[src/rtl/ninjin_pkg.sv]
package ninjin_pkg;

  // ========================================
  // sizes
  // ========================================

  localparam int DATA_WIDTH = 32;
  localparam int ADDR_WIDTH = 12;
  localparam int ID_WIDTH   = 4;
  localparam int LEN_WIDTH  = 8;
  localparam int NUM_BANK   = 4;
  localparam int BANK_DEPTH = 256;
  localparam int RSP_DEPTH  = 4;

  localparam logic [1:0] RESP_OKAY = 2'b00;

  // derived widths
  localparam int STRB_WIDTH    = DATA_WIDTH / 8;
  localparam int WORD_LSB      = $clog2(STRB_WIDTH);
  localparam int WADDR_WIDTH   = ADDR_WIDTH - WORD_LSB;
  localparam int BANK_WIDTH    = $clog2(NUM_BANK);
  localparam int ROW_WIDTH     = $clog2(BANK_DEPTH);
  localparam int RSP_PTR_WIDTH = $clog2(RSP_DEPTH);
  localparam int RSP_CNT_WIDTH = $clog2(RSP_DEPTH + 1);

  // ========================================
  // types
  // ========================================

  typedef enum logic [1:0] {
    FIXED = 2'b00,
    INCR  = 2'b01,
    WRAP  = 2'b10
  } burst_t;

  // shared by AW and AR
  typedef struct packed {
    logic [ID_WIDTH-1:0]   id;
    logic [ADDR_WIDTH-1:0] addr;
    logic [LEN_WIDTH-1:0]  len;
    logic [2:0]            size;
    burst_t                burst;
  } axi_addr_t;

  typedef struct packed {
    logic [DATA_WIDTH-1:0] data;
    logic [STRB_WIDTH-1:0] strb;
    logic                  last;
  } axi_w_t;

  typedef struct packed {
    logic [ID_WIDTH-1:0] id;
    logic [1:0]          resp;
  } axi_b_t;

  typedef struct packed {
    logic [ID_WIDTH-1:0]   id;
    logic [DATA_WIDTH-1:0] data;
    logic [1:0]            resp;
    logic                  last;
  } axi_r_t;

  // word request, low address bits pick the bank
  typedef struct packed {
    logic                   we;
    logic [WADDR_WIDTH-1:0] addr;
    logic [DATA_WIDTH-1:0]  wdata;
    logic [STRB_WIDTH-1:0]  strb;
  } mem_req_t;

  typedef struct packed {
    logic [DATA_WIDTH-1:0] rdata;
  } mem_rsp_t;

  // bank interleave
  function automatic logic [BANK_WIDTH-1:0] bank_of(input logic [WADDR_WIDTH-1:0] waddr);
    return BANK_WIDTH'(waddr % NUM_BANK);
  endfunction

  function automatic logic [ROW_WIDTH-1:0] row_of(input logic [WADDR_WIDTH-1:0] waddr);
    return ROW_WIDTH'(waddr / NUM_BANK);
  endfunction

endpackage

[src/rtl/ninjin_s_axi_gobou.sv]
module ninjin_s_axi_gobou (
  input  logic                  clk,
  input  logic                  xrst,
  input  ninjin_pkg::axi_addr_t aw,
  input  logic                  aw_valid,
  output logic                  aw_ready,
  input  ninjin_pkg::axi_w_t    w,
  input  logic                  w_valid,
  output logic                  w_ready,
  output ninjin_pkg::axi_b_t    b,
  output logic                  b_valid,
  input  logic                  b_ready,
  input  ninjin_pkg::axi_addr_t ar,
  input  logic                  ar_valid,
  output logic                  ar_ready,
  output ninjin_pkg::axi_r_t    r,
  output logic                  r_valid,
  input  logic                  r_ready,
  output ninjin_pkg::mem_req_t  req,
  output logic                  req_valid,
  input  logic                  req_ready,
  input  ninjin_pkg::mem_rsp_t  rsp,
  input  logic                  rsp_valid,
  output logic                  rsp_ready
);

  typedef enum logic [1:0] {
    ST_IDLE,
    ST_WRITE,
    ST_WRESP,
    ST_READ
  } state_t;

  state_t                               state;
  ninjin_pkg::axi_addr_t                addr_sel;
  logic [ninjin_pkg::ID_WIDTH-1:0]      id_q;
  logic [ninjin_pkg::LEN_WIDTH-1:0]     len_q;
  ninjin_pkg::burst_t                   burst_q;
  logic [ninjin_pkg::WADDR_WIDTH-1:0]   addr_q;
  logic [ninjin_pkg::WADDR_WIDTH-1:0]   addr_nxt;
  logic [ninjin_pkg::WADDR_WIDTH-1:0]   wrap_mask;
  logic [ninjin_pkg::LEN_WIDTH:0]       req_cnt;
  logic [ninjin_pkg::LEN_WIDTH-1:0]     rsp_cnt;
  logic                                 aw_hs;
  logic                                 ar_hs;
  logic                                 w_hs;
  logic                                 b_hs;
  logic                                 r_hs;
  logic                                 req_hs;
  logic                                 rd_issue_done;

  // ========================================
  // address channels
  // ========================================

  // write wins when both arrive together
  assign aw_ready = (state == ST_IDLE);
  assign ar_ready = (state == ST_IDLE) && !aw_valid;
  assign aw_hs    = aw_valid && aw_ready;
  assign ar_hs    = ar_valid && ar_ready;
  assign addr_sel = aw_valid ? aw : ar;

  always_ff @(posedge clk) begin
    if (!xrst) begin
      state <= ST_IDLE;
    end else begin
      case (state)
        ST_IDLE: begin
          if (aw_hs) begin
            state <= ST_WRITE;
          end else if (ar_hs) begin
            state <= ST_READ;
          end
        end
        ST_WRITE: begin
          if (w_hs && w.last) begin
            state <= ST_WRESP;
          end
        end
        ST_WRESP: begin
          if (b_hs) begin
            state <= ST_IDLE;
          end
        end
        ST_READ: begin
          if (r_hs && r.last) begin
            state <= ST_IDLE;
          end
        end
        default: begin
          state <= ST_IDLE;
        end
      endcase
    end
  end

  // burst address generation
  // wrap block is len+1 words, aligned
  assign wrap_mask = {{(ninjin_pkg::WADDR_WIDTH-4){1'b0}}, len_q[3:0]};

  always_comb begin
    case (burst_q)
      ninjin_pkg::FIXED: addr_nxt = addr_q;
      ninjin_pkg::WRAP:  addr_nxt = (addr_q & ~wrap_mask) | ((addr_q + 1'b1) & wrap_mask);
      default:           addr_nxt = addr_q + 1'b1;
    endcase
  end

  always_ff @(posedge clk) begin
    if (aw_hs || ar_hs) begin
      id_q    <= addr_sel.id;
      len_q   <= addr_sel.len;
      burst_q <= addr_sel.burst;
      addr_q  <= addr_sel.addr[ninjin_pkg::ADDR_WIDTH-1:ninjin_pkg::WORD_LSB];
    end else if (req_hs) begin
      addr_q <= addr_nxt;
    end
  end

  // issued requests and returned beats run apart
  always_ff @(posedge clk) begin
    if (!xrst) begin
      req_cnt <= '0;
      rsp_cnt <= '0;
    end else if (aw_hs || ar_hs) begin
      req_cnt <= '0;
      rsp_cnt <= '0;
    end else begin
      if (req_hs) begin
        req_cnt <= req_cnt + 1'b1;
      end
      if (r_hs) begin
        rsp_cnt <= rsp_cnt + 1'b1;
      end
    end
  end

  // ========================================
  // word requests
  // ========================================

  assign rd_issue_done = req_cnt > {1'b0, len_q};

  // W beats pass straight through as writes
  assign w_ready   = (state == ST_WRITE) && req_ready;
  assign w_hs      = w_valid && w_ready;
  assign req_valid = ((state == ST_WRITE) && w_valid)
                   || ((state == ST_READ) && !rd_issue_done);
  assign req_hs    = req_valid && req_ready;

  assign req.we    = (state == ST_WRITE);
  assign req.addr  = addr_q;
  assign req.wdata = w.data;
  assign req.strb  = (state == ST_WRITE) ? w.strb : '0;

  // ========================================
  // responses
  // ========================================

  assign b_valid = (state == ST_WRESP);
  assign b_hs    = b_valid && b_ready;
  assign b.id    = id_q;
  assign b.resp  = ninjin_pkg::RESP_OKAY;

  // R is the merger head plus latched id
  assign r_valid   = (state == ST_READ) && rsp_valid;
  assign rsp_ready = (state == ST_READ) && r_ready;
  assign r_hs      = r_valid && r_ready;
  assign r.id      = id_q;
  assign r.data    = rsp.rdata;
  assign r.resp    = ninjin_pkg::RESP_OKAY;
  assign r.last    = (rsp_cnt == len_q);

endmodule

[config.mk]
export PLATFORM = sky130hd
export DESIGN_NAME = ninjin_s_axi_gobou
export DESIGN_NICKNAME = d
export VERILOG_FILES = /design/src/rtl/ninjin_pkg.sv /design/src/rtl/ninjin_s_axi_gobou.sv
export SDC_FILE = /design/constraint.sdc
export NUM_CORES = 1
export LEC_CHECK = 0
export BUFFER_PORTS_ARGS = -buffer_cell sky130_fd_sc_hd__buf_4
export CORE_MARGIN = 1.5
export CORE_UTILIZATION = 42
export CTS_CLUSTER_SIZE = 30
export DETAILED_ROUTE_END_ITERATION = 12
export GPL_ROUTABILITY_DRIVEN = 0
export GPL_TIMING_DRIVEN = 1
export PLACE_DENSITY_LB_ADDON = 0.15
export SLEW_MARGIN = 20
export SYNTH_ARGS = -nofsm -noshare
export SYNTH_HDL_FRONTEND = slang
export SYNTH_SLANG_ARGS = --single-unit
[constraint.sdc]
create_clock -name clk -period 2.93 [get_ports clk]
set_input_delay 0.293 -clock clk [delete_from_list [all_inputs] [get_ports clk]]
set_output_delay 0.293 -clock clk [all_outputs]
set_load 0.02 [all_outputs]
# Word level (Yosys, flattened, before mapping)
# Cells that the tools add are included.
# word_totals
mem_bits_rw,0
elab_cells,61
in_bits,136
mem_bits_ro,0
mem_count,0
output_inout_bits,99
regBits,43
latchBits,0
# classes
div_mod_pow,0
n_shift,0
mul,0
n_mux,11
eq_ne,10
addsub,3
n_bitwise,5
n_reduce_logical,24
magnitude_cmp,1
# op_table
op,count
$mux 29,1
$mux 10,2
$pmux 10 s2,1
$logic_and 1x1->1,14
$add 10x1->10 const B,1
$and 10x10->10,1
$and 10x4->10,1
$mux 2,5
$not 4->10,1
$or 10x10->10,1
$add 9x1->9 const B,1
$gt 9x8->1,1
$add 8x1->8 const B,1
$eq 8x8->1,1
$pmux 2 s4,1
$eq 2x2->1 const B,3
$logic_not 2->1,2
$mux 4,1
$ne 2x1->1 const B,2
$ne 2x2->1 const B,2
$reduce_and 4->1,1
$ne 3x1->1 const B,1
$eq 2x1->1 const B,1
$logic_not 1->1,2
5 further kinds,6

# Logic depth before layout (Yosys ltp)
# Gate-level depths: netlist (run 1).
# logic_depth
word_depth,7
ltp_mapped,8
mapped_depth_nobuf,7

# Least setup slack after synthesis (run 1)
# Ideal clock, no wire load.
# synth_timing
kind,reg2out
from,register len_q[3] (netlist bit)
to,output req_valid
path_slack_ps,752
required_ps,2637
t_arrival_ps,1885
n_path_buf,1
stages_incl_launch_ff,9
cell_sequence,edfxtp_1 > inv_1 > ha_1 > nand4_1 > o221a_1 > a211oi_2 > buf_6 > o21ai_0 > and2_1
# synth_between
elab_chain_cells,4
# synth_lines
item,line_no,rtl
"start, declared",ninjin_s_axi_gobou.sv:37,logic [ninjin_pkg::LEN_WIDTH-1:0] len_q;
"start signal, assigned",ninjin_s_axi_gobou.sv:112,len_q <= addr_sel.len;
$gt 9x8->1,ninjin_s_axi_gobou.sv:142,"assign rd_issue_done = req_cnt > {1'b0, len_q};"
$logic_not 1->1,ninjin_s_axi_gobou.sv:148,|| ((state == ST_READ) && !rd_issue_done);
$logic_and 1x1->1,ninjin_s_axi_gobou.sv:148,
$logic_or 1x1->1,ninjin_s_axi_gobou.sv:148,
"end, declared",ninjin_s_axi_gobou.sv:20,"output logic req_valid,"
# No other way between the ends.

# Worst setup path in the final report (run 1)
# Same ends and word-level chain as after synthesis.

==> impl_results.md, run 1 <==
- Status: finished, final reports clean
- Worst path bufs/invs: 3
- Area of the core: 7370 sq um
- Die Span Y: 90.9 microns
- Max capacitance violation total: 0
- Post-synthesis cell type with the largest combined area: edfxtp_1
- Worst Skew: 0.00555 ns
- Final Hold Viols: 0
- Register Area: approximately 1100 sq um
- Via density: 5.12
- Max Root-Sink Buffers: 2
- Min-Delay Endpoint: state[0]$_SDFFE_PN0P_
- Fillers: 733
- Netlist Area Pre-Place: 3250 sq um
- Die area: 8270 sq um
- Global-route wire length before repair: 12500 microns
- Number of synthesized flops with an enable pin: 24
- Num CTS Buffers: 5
- CTS tree: yes
- Seq/Total Area, Yosys: 0.339
- Total vias in the final route: roughly 2400
- Type of origin of the critical path: register
- Synthesis Warnings: 0
- Most common library cells after synthesis: buf_4, nand2_1, edfxtp_1
- Reg clk slew, reported paths: 0.08 ns
- Starting Density: 0.441
- Pin count of the biggest net entering global routing: 28
- FF-to-FF Start: len_q[3]$_DFFE_PN_
- Initial antenna violation count: 0
- Min-Delay Startpoint: xrst
- Dpl cell area: 3490 sq um
- Async S/R FF share, synth: 0
- Crit. End Element: output port
- Ant. Diodes: 0
- Crit-path cells: inv_1 -> ha_1 -> nand4_1 -> o221a_1 -> a211oi_2 -> buf_4 -> o21ai_0 -> and2_1 -> buf_4
- Final Power: about 1.9 mW
- VDD IR-drop max: 0.000308 V
- Total Wirelength: 8310 microns
- Post-CTS setup buffer count: 0
- Max frequency: approximately 380 MHz
- Final setup TNS: 0 ns
- Cells after synthesis: 345
- Yosys reg bits: 43
- Clock root buffer: clkbuf_8
- Final instance area: 3580 sq um
- Ys flop type: edfxtp_1
- Die Width: slightly above 90 microns
- Fin crit share: 0.896
- Worst hold path depth: 2
- Dpl ws: between 0.5 and 0.6 ns
- Dominant cell by count in the synthesized netlist: buf_4
- Final setup violation count: 0
- Pre-antenna DRT Iters: 4
- Ranking of synthesized cells by area: edfxtp_1, buf_4, dfxtp_1
- Arr. time, crit path: 2.33 ns
- Port Buffers: 92
- PD cells: 539 nW/um^2
- Post-CTS Hold Buffers: 0
- Top-Level Pins: 235
- Flop-to-flop setup slack: 0.61 ns
- Multi-input gate area: roughly 1500 sq um
- Sink Count: 43
- RSZ-0062 raised after global routing: false
- Post_cts resized: 0
- CP max FO: 14
- Post-detail-place hpwl: 6720 microns
- Antenna viol nets, final: 0
- Count of pins over their slew limit: 0
- Global route overflow: 0
- Setup ws final: approximately 0.3 ns
- Post-layout minimum cycle time: 2.62 ns
- Yosys top cell area share: 0.222
- Layout cells sized above 1: 0.340
- Post-route DRC: 0
- Iter 0 DRT Violations: 70
- Synth unique cells: 43
- Drt wl/cell: 17.8 microns
- Reg2Reg Depth: 9
- Clock H-tree levels: 2
- Max transition margin: 0.497
- Clock Latency Late Sink: 0.29 ns
- Total track usage: 0.193
- Vias in the first global route: 2285
- Cell family with most CP delay: compound AO/OA/AOI/OAI gates
- Setup Crit Path Kind: reg -> out
- Measured slew at the worst slew-check pin: roughly 0.75 ns
- Most numerous cell on the critical path: buf_4
- Leakage Power: 1.56 nW
- # rows: 31
- Nets: 514
- Avg Cell Area, Syn: 9.41 sq um
- Worst path required time: about 2.6 ns
- Area grow syn2layout: 10.2%
- Hold Crit Class: in -> reg
- CP max stage delay: 0.46 ns
- Crit-path slowest cell: edfxtp_1
[how the worst max path moves through the flow]
stage	end	depth (start not counted)	slack [ns]	from
floorplan	req_valid	8	0.75	len_q[3]$_DFFE_PN_
finish	req_valid	9	0.31	len_q[3]$_DFFE_PN_
CTS	req_valid	9	0.27	len_q[3]$_DFFE_PN_
detailed placement	req_cnt[8]$_SDFFE_PP0P_	5	0.59	aw_valid
global route	req_valid	9	0.12	len_q[3]$_DFFE_PN_
global placement	req_cnt[2]$_SDFFE_PP0P_	5	0.60	aw_valid
[metal layers]
metal	up-vias	track usage	wire length [microns]
li1	1177	-	-
met2	132	0.323	4000
met1	1069	0.227	3230
met4	0	0.0638	189
met5	-	0.0128	0
met3	14	0.0695	889
[cell type report]
class	count	area share
Clock inverter	3	0.00420
Timing Repair Buffer	96	0.201
Tap cell	99	0.0346
Clock buffer	5	0.0192
Sequential cell	43	0.308
Multi-Input combinational cell	209	0.420
Inverter	12	0.0126
[cells by family after synthesis]
group / after synthesis / synth area share
AND/OR/NAND/NOR: 86 / 0.133
adder cells (fa/ha/maj): 11 / 0.0424
flip-flops: 43 / 0.339
buffers and inverters: 96 / 0.201
other: 1 / 0.00115
XOR/XNOR: 24 / 0.0647
AO/OA/AOI/OAI: 55 / 0.123
multiplexers: 29 / 0.0948
[power by group]
part | total (mW) | switching, mW | leakage [nW] | internal [mW]
Combinational | 0.688 | 0.375 | 1.14 | 0.313
Clock | 0.372 | 0.209 | 0.0392 | 0.162
Sequential | 0.868 | 0.106 | 0.388 | 0.762
Total | 1.93 | 0.690 | 1.56 | 1.24
[metrics by stage]
step,instances,hold WS [ns],util
after floorplan,348,0.417,-
after global placement,459,0.485,0.474
after detailed placement,459,0.494,0.474
after CTS,467,0.263,0.486
after global routing,467,0.254,0.486
final,467,0.271,0.486
[sequential cells by signal (all words and copies together) (netlist names), named ones only]
signal / count
addr_q: 7
burst_q: 2
id_q: 4
len_q: 8
req_cnt: 9
rsp_cnt: 8
state: 2
[placed cells by master (no fill, tap or decap), drive strengths merged, types with 2 or more instances in the layout]
cell type / count
and3: 6
clkinv: 2
xor2: 16
clkbuf: 5
inv: 12
edfxtp: 24
a21oi: 11
nand4: 11
a211oi: 3
dfxtp: 19
o22ai: 6
nand2b: 5
o211ai: 3
buf: 96
nor2: 16
nand2: 26
a31oi: 2
nor3: 3
nand3: 3
xnor2: 8
and2: 8
a2111o: 5
nor2b: 2
o21ai: 13
a21o: 9
mux2: 14
ha: 11
nor4: 2
mux2i: 15
conb: 4
Power figures use the tool's default switching activity.
==> inputs of run 2 (changes only) <==
--- a/config.mk
+++ b/config.mk
@@ -7,7 +7,7 @@
 export LEC_CHECK = 0
 export BUFFER_PORTS_ARGS = -buffer_cell sky130_fd_sc_hd__buf_4
 export CORE_MARGIN = 1.5
-export CORE_UTILIZATION = 42
+export CORE_UTILIZATION = 30
 export CTS_CLUSTER_SIZE = 30
 export DETAILED_ROUTE_END_ITERATION = 12
 export GPL_ROUTABILITY_DRIVEN = 0
==> run 2 against run 1 <==
Effect of this change: utilization is 14 points lower; largest cell class unchanged; clock power is 5% higher; sequential power hardly changed; critical path depth stayed put; final cell count is 7.9% higher.
==> impl_results.md, run 2 (synthesis results as in run 1) <==
- Status: finished, final reports clean
- Worst path bufs/invs: 3
- Final Hold Viols: 0
- Sw frac: 0.363
- Min-Delay Endpoint: state[1]$_SDFFE_PN0P_
- Clock Latency Late Sink: approximately 0.3 ns
- Post-route DRC: 0
- Type of origin of the critical path: register
- Leakage Power: roughly 1.6 nW
- Pre-antenna DRT Iters: 4
- Global route overflow: 0
- Clock H-tree levels: 2
- Top-Level Pins: about 240
- Final instance area: around 3600 sq um
- Worst hold path depth: 3
- Drt wl/cell: 16.6 microns
- Final setup violation count: 0
- Area of the core: 10400 sq um
- Placed insts: roughly 500
- Layout cells sized above 1: 0.342
- Initial antenna violation count: 0
- Max capacitance violation total: 0
- Count of pins over their slew limit: 0
- Commonest non-fill, non-tap cell in the layout: buf_4
- Post_cts resized: 0
- Post-CTS Hold Buffers: 0
- Int Power: between 1 and 1.5 mW
- Num CTS Buffers: 5
- Final cell count without fillers: ~500
- Reg2Reg Depth: 8
- Cell family with most CP delay: compound AO/OA/AOI/OAI gates
- Max transition margin: 0.518
- Flop-to-flop setup slack: 0.56 ns
- Global-route wire length before repair: 12700 microns
- Max frequency: 372 MHz
- Area grow syn2layout: 11.6%
- Crit-path cells: inv_1 -> ha_1 -> nand4_1 -> o221a_1 -> a211oi_2 -> buf_4 -> o21ai_0 -> and2_1 -> buf_4
- RSZ-0062 raised after global routing: false
- Worst path required time: 2.64 ns
- Setup Crit Path Kind: reg -> out
- Fin crit share: 0.917
- Min-Delay Startpoint: xrst
- Post-layout minimum cycle time: between 2 and 3 ns
- Reg clk slew, reported paths: about 0.09 ns
- Total track usage: 0.144
- FF-to-FF Start: len_q[3]$_DFFE_PN_
- Antenna viol nets, final: 0
- Final Power: 1.95 mW
- Iter 0 DRT Violations: 71
- Crit. End Element: output port
- Die Width: 107 microns
- Final core occ: 0.348
- Hold Crit Class: in -> reg
- Top Registers: req_cnt x9, len_q x8, rsp_cnt x8
- Hold Slack: 0.240 ns
- Pin count of the biggest net entering global routing: 28
- Arr. time, crit path: 2.39 ns
- Ant. Diodes: 0
- Die area: approximately 11000 sq um
- Post-detail-place hpwl: 6540 microns
- RR Endpoint: addr_q[4]$_DFFE_PP_
- Via density: around 4.8
- # rows: 37
- Crit-path slowest cell: edfxtp_1
- Die Span Y: 107 microns
- Setup ws final: 0.244 ns
- Final setup TNS: 0 ns
- Flop pwr share: 0.444
- CP max FO: 14
- Sink Count: 43
- Largest register FFs: 9
- PD cells: 538 nW/um^2
- Post-CTS setup buffer count: 0
- Measured slew at the worst slew-check pin: 0.724 ns
- Starting Density: 0.312
- VDD IR-drop max: 0.000208 V
- Dpl cell area: around 3500 sq um
- Most frequent cells in the layout: buf_4, nand2_1, edfxtp_1
- Most numerous cell on the critical path: buf_4
- Nets: 514
- Switch Pwr: 707 uW
- Vias in the first global route: approximately 2400
- Total vias in the final route: 2429
- CTS tree: yes
- Port Buffers: 92
- Clock root buffer: clkbuf_8
- Clock network fraction of total power: 0.199
- Total Wirelength: 8370 microns
- Max Root-Sink Buffers: 2
- Register name with the most flops: req_cnt
- Dpl ws: 0.542 ns
- Logic pwr share: 0.356
- Worst Skew: approximately 0.014 ns
- CP max stage delay: 0.49 ns
==> run 2: cell type report <==
type	count	area, sq um
Fill cell	1084	6790
Multi-Input combinational cell	209	1500
Sequential cell	43	1100
Timing Repair Buffer	96	721
Tap cell	136	170
Clock buffer	6	72.6
Inverter	12	45.0
Clock inverter	2	12.5
==> run 2: worst max path at each step <==
stage	from	to	slack, ns	depth (start not counted)
floorplan	len_q[3]$_DFFE_PN_	req_valid	0.75	8
global placement	aw_valid	req_cnt[2]$_SDFFE_PP0P_	0.54	5
detailed placement	aw_valid	req_cnt[6]$_SDFFE_PP0P_	0.54	5
CTS	len_q[3]$_DFFE_PN_	req_valid	0.23	9
global route	len_q[3]$_DFFE_PN_	req_valid	0.10	9
finish	len_q[3]$_DFFE_PN_	req_valid	0.24	9
==> run 2: worst register-to-register path, delay by kind of cell (launching register included) <==
| family | cells | cell delay, ns |
|---|---|---|
| compound gates | 4 | 0.89 |
| flops | 1 | 0.49 |
| buf+inv | 2 | 0.31 |
| fa+ha+maj | 1 | 0.30 |
| simple gates | 1 | 0.12 |
==> run 2: routing by layer <==
metal	vias up	part of all wire	routed length (microns)	track usage
met4	0	0.021	177	0.0467
met1	1120	0.43	3590	0.179
met5	-	0	0	0
met3	30	0.076	633	0.0407
met2	107	0.47	3970	0.240
li1	1172	-	-	-
==> run 2: power by group through the flow <==
stage	clock, mW	combinational, mW	sequential (mW)
3_5_place_dp	0	0.703	0.882
5_1_grt	0.428	0.766	0.883
4_1_cts	0.408	0.708	0.869
3_3_place_gp	0	0.700	0.881
2_1_floorplan	0	0.511	0.909
6_report	0.389	0.695	0.867
==> inputs of run 3 (changes only) <==
--- a/config.mk
+++ b/config.mk
@@ -7,7 +7,7 @@
 export LEC_CHECK = 0
 export BUFFER_PORTS_ARGS = -buffer_cell sky130_fd_sc_hd__buf_4
 export CORE_MARGIN = 1.5
-export CORE_UTILIZATION = 30
+export CORE_UTILIZATION = 38
 export CTS_CLUSTER_SIZE = 30
 export DETAILED_ROUTE_END_ITERATION = 12
 export GPL_ROUTABILITY_DRIVEN = 0
==> run 3 against run 2 <==
Effect of this change: combinational power is 0.9% lower; sequential share of layout area is 0.16 points higher; via count is 2.6% lower; non-clock buffer count is 1 lower; first-iteration DRC count is 4.2% higher; largest cell class unchanged; highest routed layer unchanged.
==> impl_results.md, run 3 (synthesis results as in run 1) <==
- PD cells: 562 nW/um^2
- RR Endpoint: addr_q[9]$_DFFE_PP_
- Worst path required time: 2.64 ns
- Layout cells sized above 1: 0.343
- Reg2Reg Depth: 8
- Top Registers: req_cnt x9, len_q x8, rsp_cnt x8
- Post_cts resized: 0
- Iter 0 DRT Violations: 74
- Num CTS Buffers: 5
- Met2 Usage GRT: 0.282
- Post-CTS Hold Buffers: 0
- Die Span Y: 95.5 microns
- Clock Latency Late Sink: around 0.3 ns
- Min-Delay Endpoint: state[0]$_SDFFE_PN0P_
- VDD IR-drop max: between 0.0002 and 0.0003 V
- Vias in the first global route: 2287
- Total track usage: 0.173
- Dpl ws: 0.421 ns
- CP max stage delay: 0.45 ns
- Count of pins over their slew limit: 0
- Hold Crit Class: in -> reg
- Nets: 513
- Most frequent cells in the layout: buf_4, nand2_1, edfxtp_1
- Setup ws final: 0.288 ns
- Post-detail-place hpwl: 6330 microns
- Sw frac: 0.344
- Worst hold path depth: 2
- Port Buffers: roughly 90
- Max Root-Sink Buffers: 2
- Max capacitance violation total: 0
- Flop-to-flop setup slack: 0.44 ns
- Final Hold Viols: 0
- Drt wl/cell: 17.0 microns
- Worst Skew: 0.00939 ns
- Worst path bufs/invs: 3
- Top-Level Pins: 235
- Most numerous cell on the critical path: buf_4
- Max transition margin: 0.495
- CP max FO: 14
- Clock root buffer: clkbuf_8
- Pin count of the biggest net entering global routing: 28
- Min-Delay Startpoint: xrst
- Post-CTS setup buffer count: 0
- # rows: 33
- Crit path launch: len_q[3]$_DFFE_PN_
- CTS tree: yes
- Final setup violation count: 0
- Register name with the most flops: req_cnt
- Area of the core: 8260 sq um
- Total Wirelength: 8030 microns
- Antenna viol nets, final: 0
- Clock network fraction of total power: 0.233
- Max frequency: around 380 MHz
- Area grow syn2layout: 11.1%
- Via density: about 5
- Post-layout minimum cycle time: approximately 2.6 ns
- Leakage Power: 1.58 nW
- Global route overflow: 0
- Crit-path slowest cell: edfxtp_1
- Fin crit share: 0.902
- FF-to-FF Start: len_q[2]$_DFFE_PN_
- Starting Density: 0.393
- GR Layer Usage met3: 0.0470
- Type of origin of the critical path: register
- Crit-path cells: inv_1 -> ha_1 -> nand4_1 -> o221a_1 -> a211oi_2 -> buf_4 -> o21ai_0 -> and2_1 -> buf_4
- Clock H-tree levels: 2
- Status: finished, final reports clean
- Commonest non-fill, non-tap cell in the layout: buf_4
- Most crowded layer after global routing: met2
- Sink Count: 43
- Initial antenna violation count: 0
- Flop pwr share: 0.427
- Ant. Diodes: 0
- Crit. End Element: output port
- Reg clk slew, reported paths: ~0.09 ns
- Post-route DRC: 0
- Arr. time, crit path: 2.35 ns
- Setup Crit Path Kind: reg -> out
- RSZ-0062 raised after global routing: false
- Met1 usage: 0.220
- Die area: 9110 sq um
- Global-route wire length before repair: 11900 microns
- Final setup TNS: 0 ns
- Int Power: 1.33 mW
- Largest register FFs: 9
- Logic pwr share: 0.340
- Switch Pwr: roughly 700 uW
- Cell family with most CP delay: compound AO/OA/AOI/OAI gates
- Pre-antenna DRT Iters: 4
- Total vias in the final route: between 2000 and 2500
- Die Width: 95.5 microns
- Measured slew at the worst slew-check pin: 0.757 ns
-- run 3: changes by cell type in the layout (fill, tap and decap cells not counted) --
cell,delta
clkbuf_1,-1
bufinv_16,+1
clkinv_4,+1
clkinvlp_4,-1
buf_4,-1
-- run 3: final cells by class --
class                   instances  area, sq um
well taps                     105          131
multi-input cells             209         1500
repair buffers                 95          713
inverters                      12         45.0
clock inverters                 3         43.8
clock buffers                   5         68.8
flip-flops and latches         43         1100
fillers                       810         4650
-- run 3: power by group through the flow --
| stage | Sequential [mW] | Combinational, mW | Clock, mW |
|---|---|---|---|
| after detailed placement | 0.879 | 0.694 | 0 |
| after global routing | 0.883 | 0.758 | 0.516 |
| after global placement | 0.876 | 0.692 | 0 |
| after CTS | 0.865 | 0.698 | 0.489 |
| final | 0.865 | 0.689 | 0.473 |
| after floorplan | 0.909 | 0.511 | 0 |
-- run 3: worst register-to-register path, stage by stage, from the launching register on --
cell and delay [ns]:
edfxtp_1 0.46, inv_1 0.07, ha_1 0.31, a21oi_1 0.14, o221a_1 0.21, a211oi_2 0.07
buf_4 0.19, a21boi_2 0.35, a21o_1 0.37
-- run 3: metal layers --
| metal | part of all wire | vias up |
|---|---|---|
| met5 | 0 | - |
| met4 | 0.017 | 0 |
| met3 | 0.090 | 18 |
| met2 | 0.49 | 120 |
| met1 | 0.41 | 1054 |
| li1 | - | 1175 |
-- run 3: through the flow --
stage | std cells | utilization | power [mW] | cell area [sq um] | hold slack (ns)
after floorplan | 348 | - | 1.42 | 3260 | 0.417
after global placement | 464 | 0.423 | 1.57 | 3490 | 0.490
after detailed placement | 464 | 0.423 | 1.57 | 3490 | 0.495
after CTS | 472 | 0.437 | 2.05 | 3610 | 0.214
after global routing | 472 | 0.437 | 2.16 | 3610 | 0.228
final | 472 | 0.437 | 2.03 | 3610 | 0.224
-- run 3: how the worst max path moves through the flow --
stage                                     end  cells past startpoint
final                               req_valid                      9
after global routing                req_valid                      9
after CTS                           req_valid                      9
after detailed placement  addr_q[7]$_DFFE_PP_                      8
after global placement    addr_q[6]$_DFFE_PP_                      8
after floorplan                     req_valid                      8
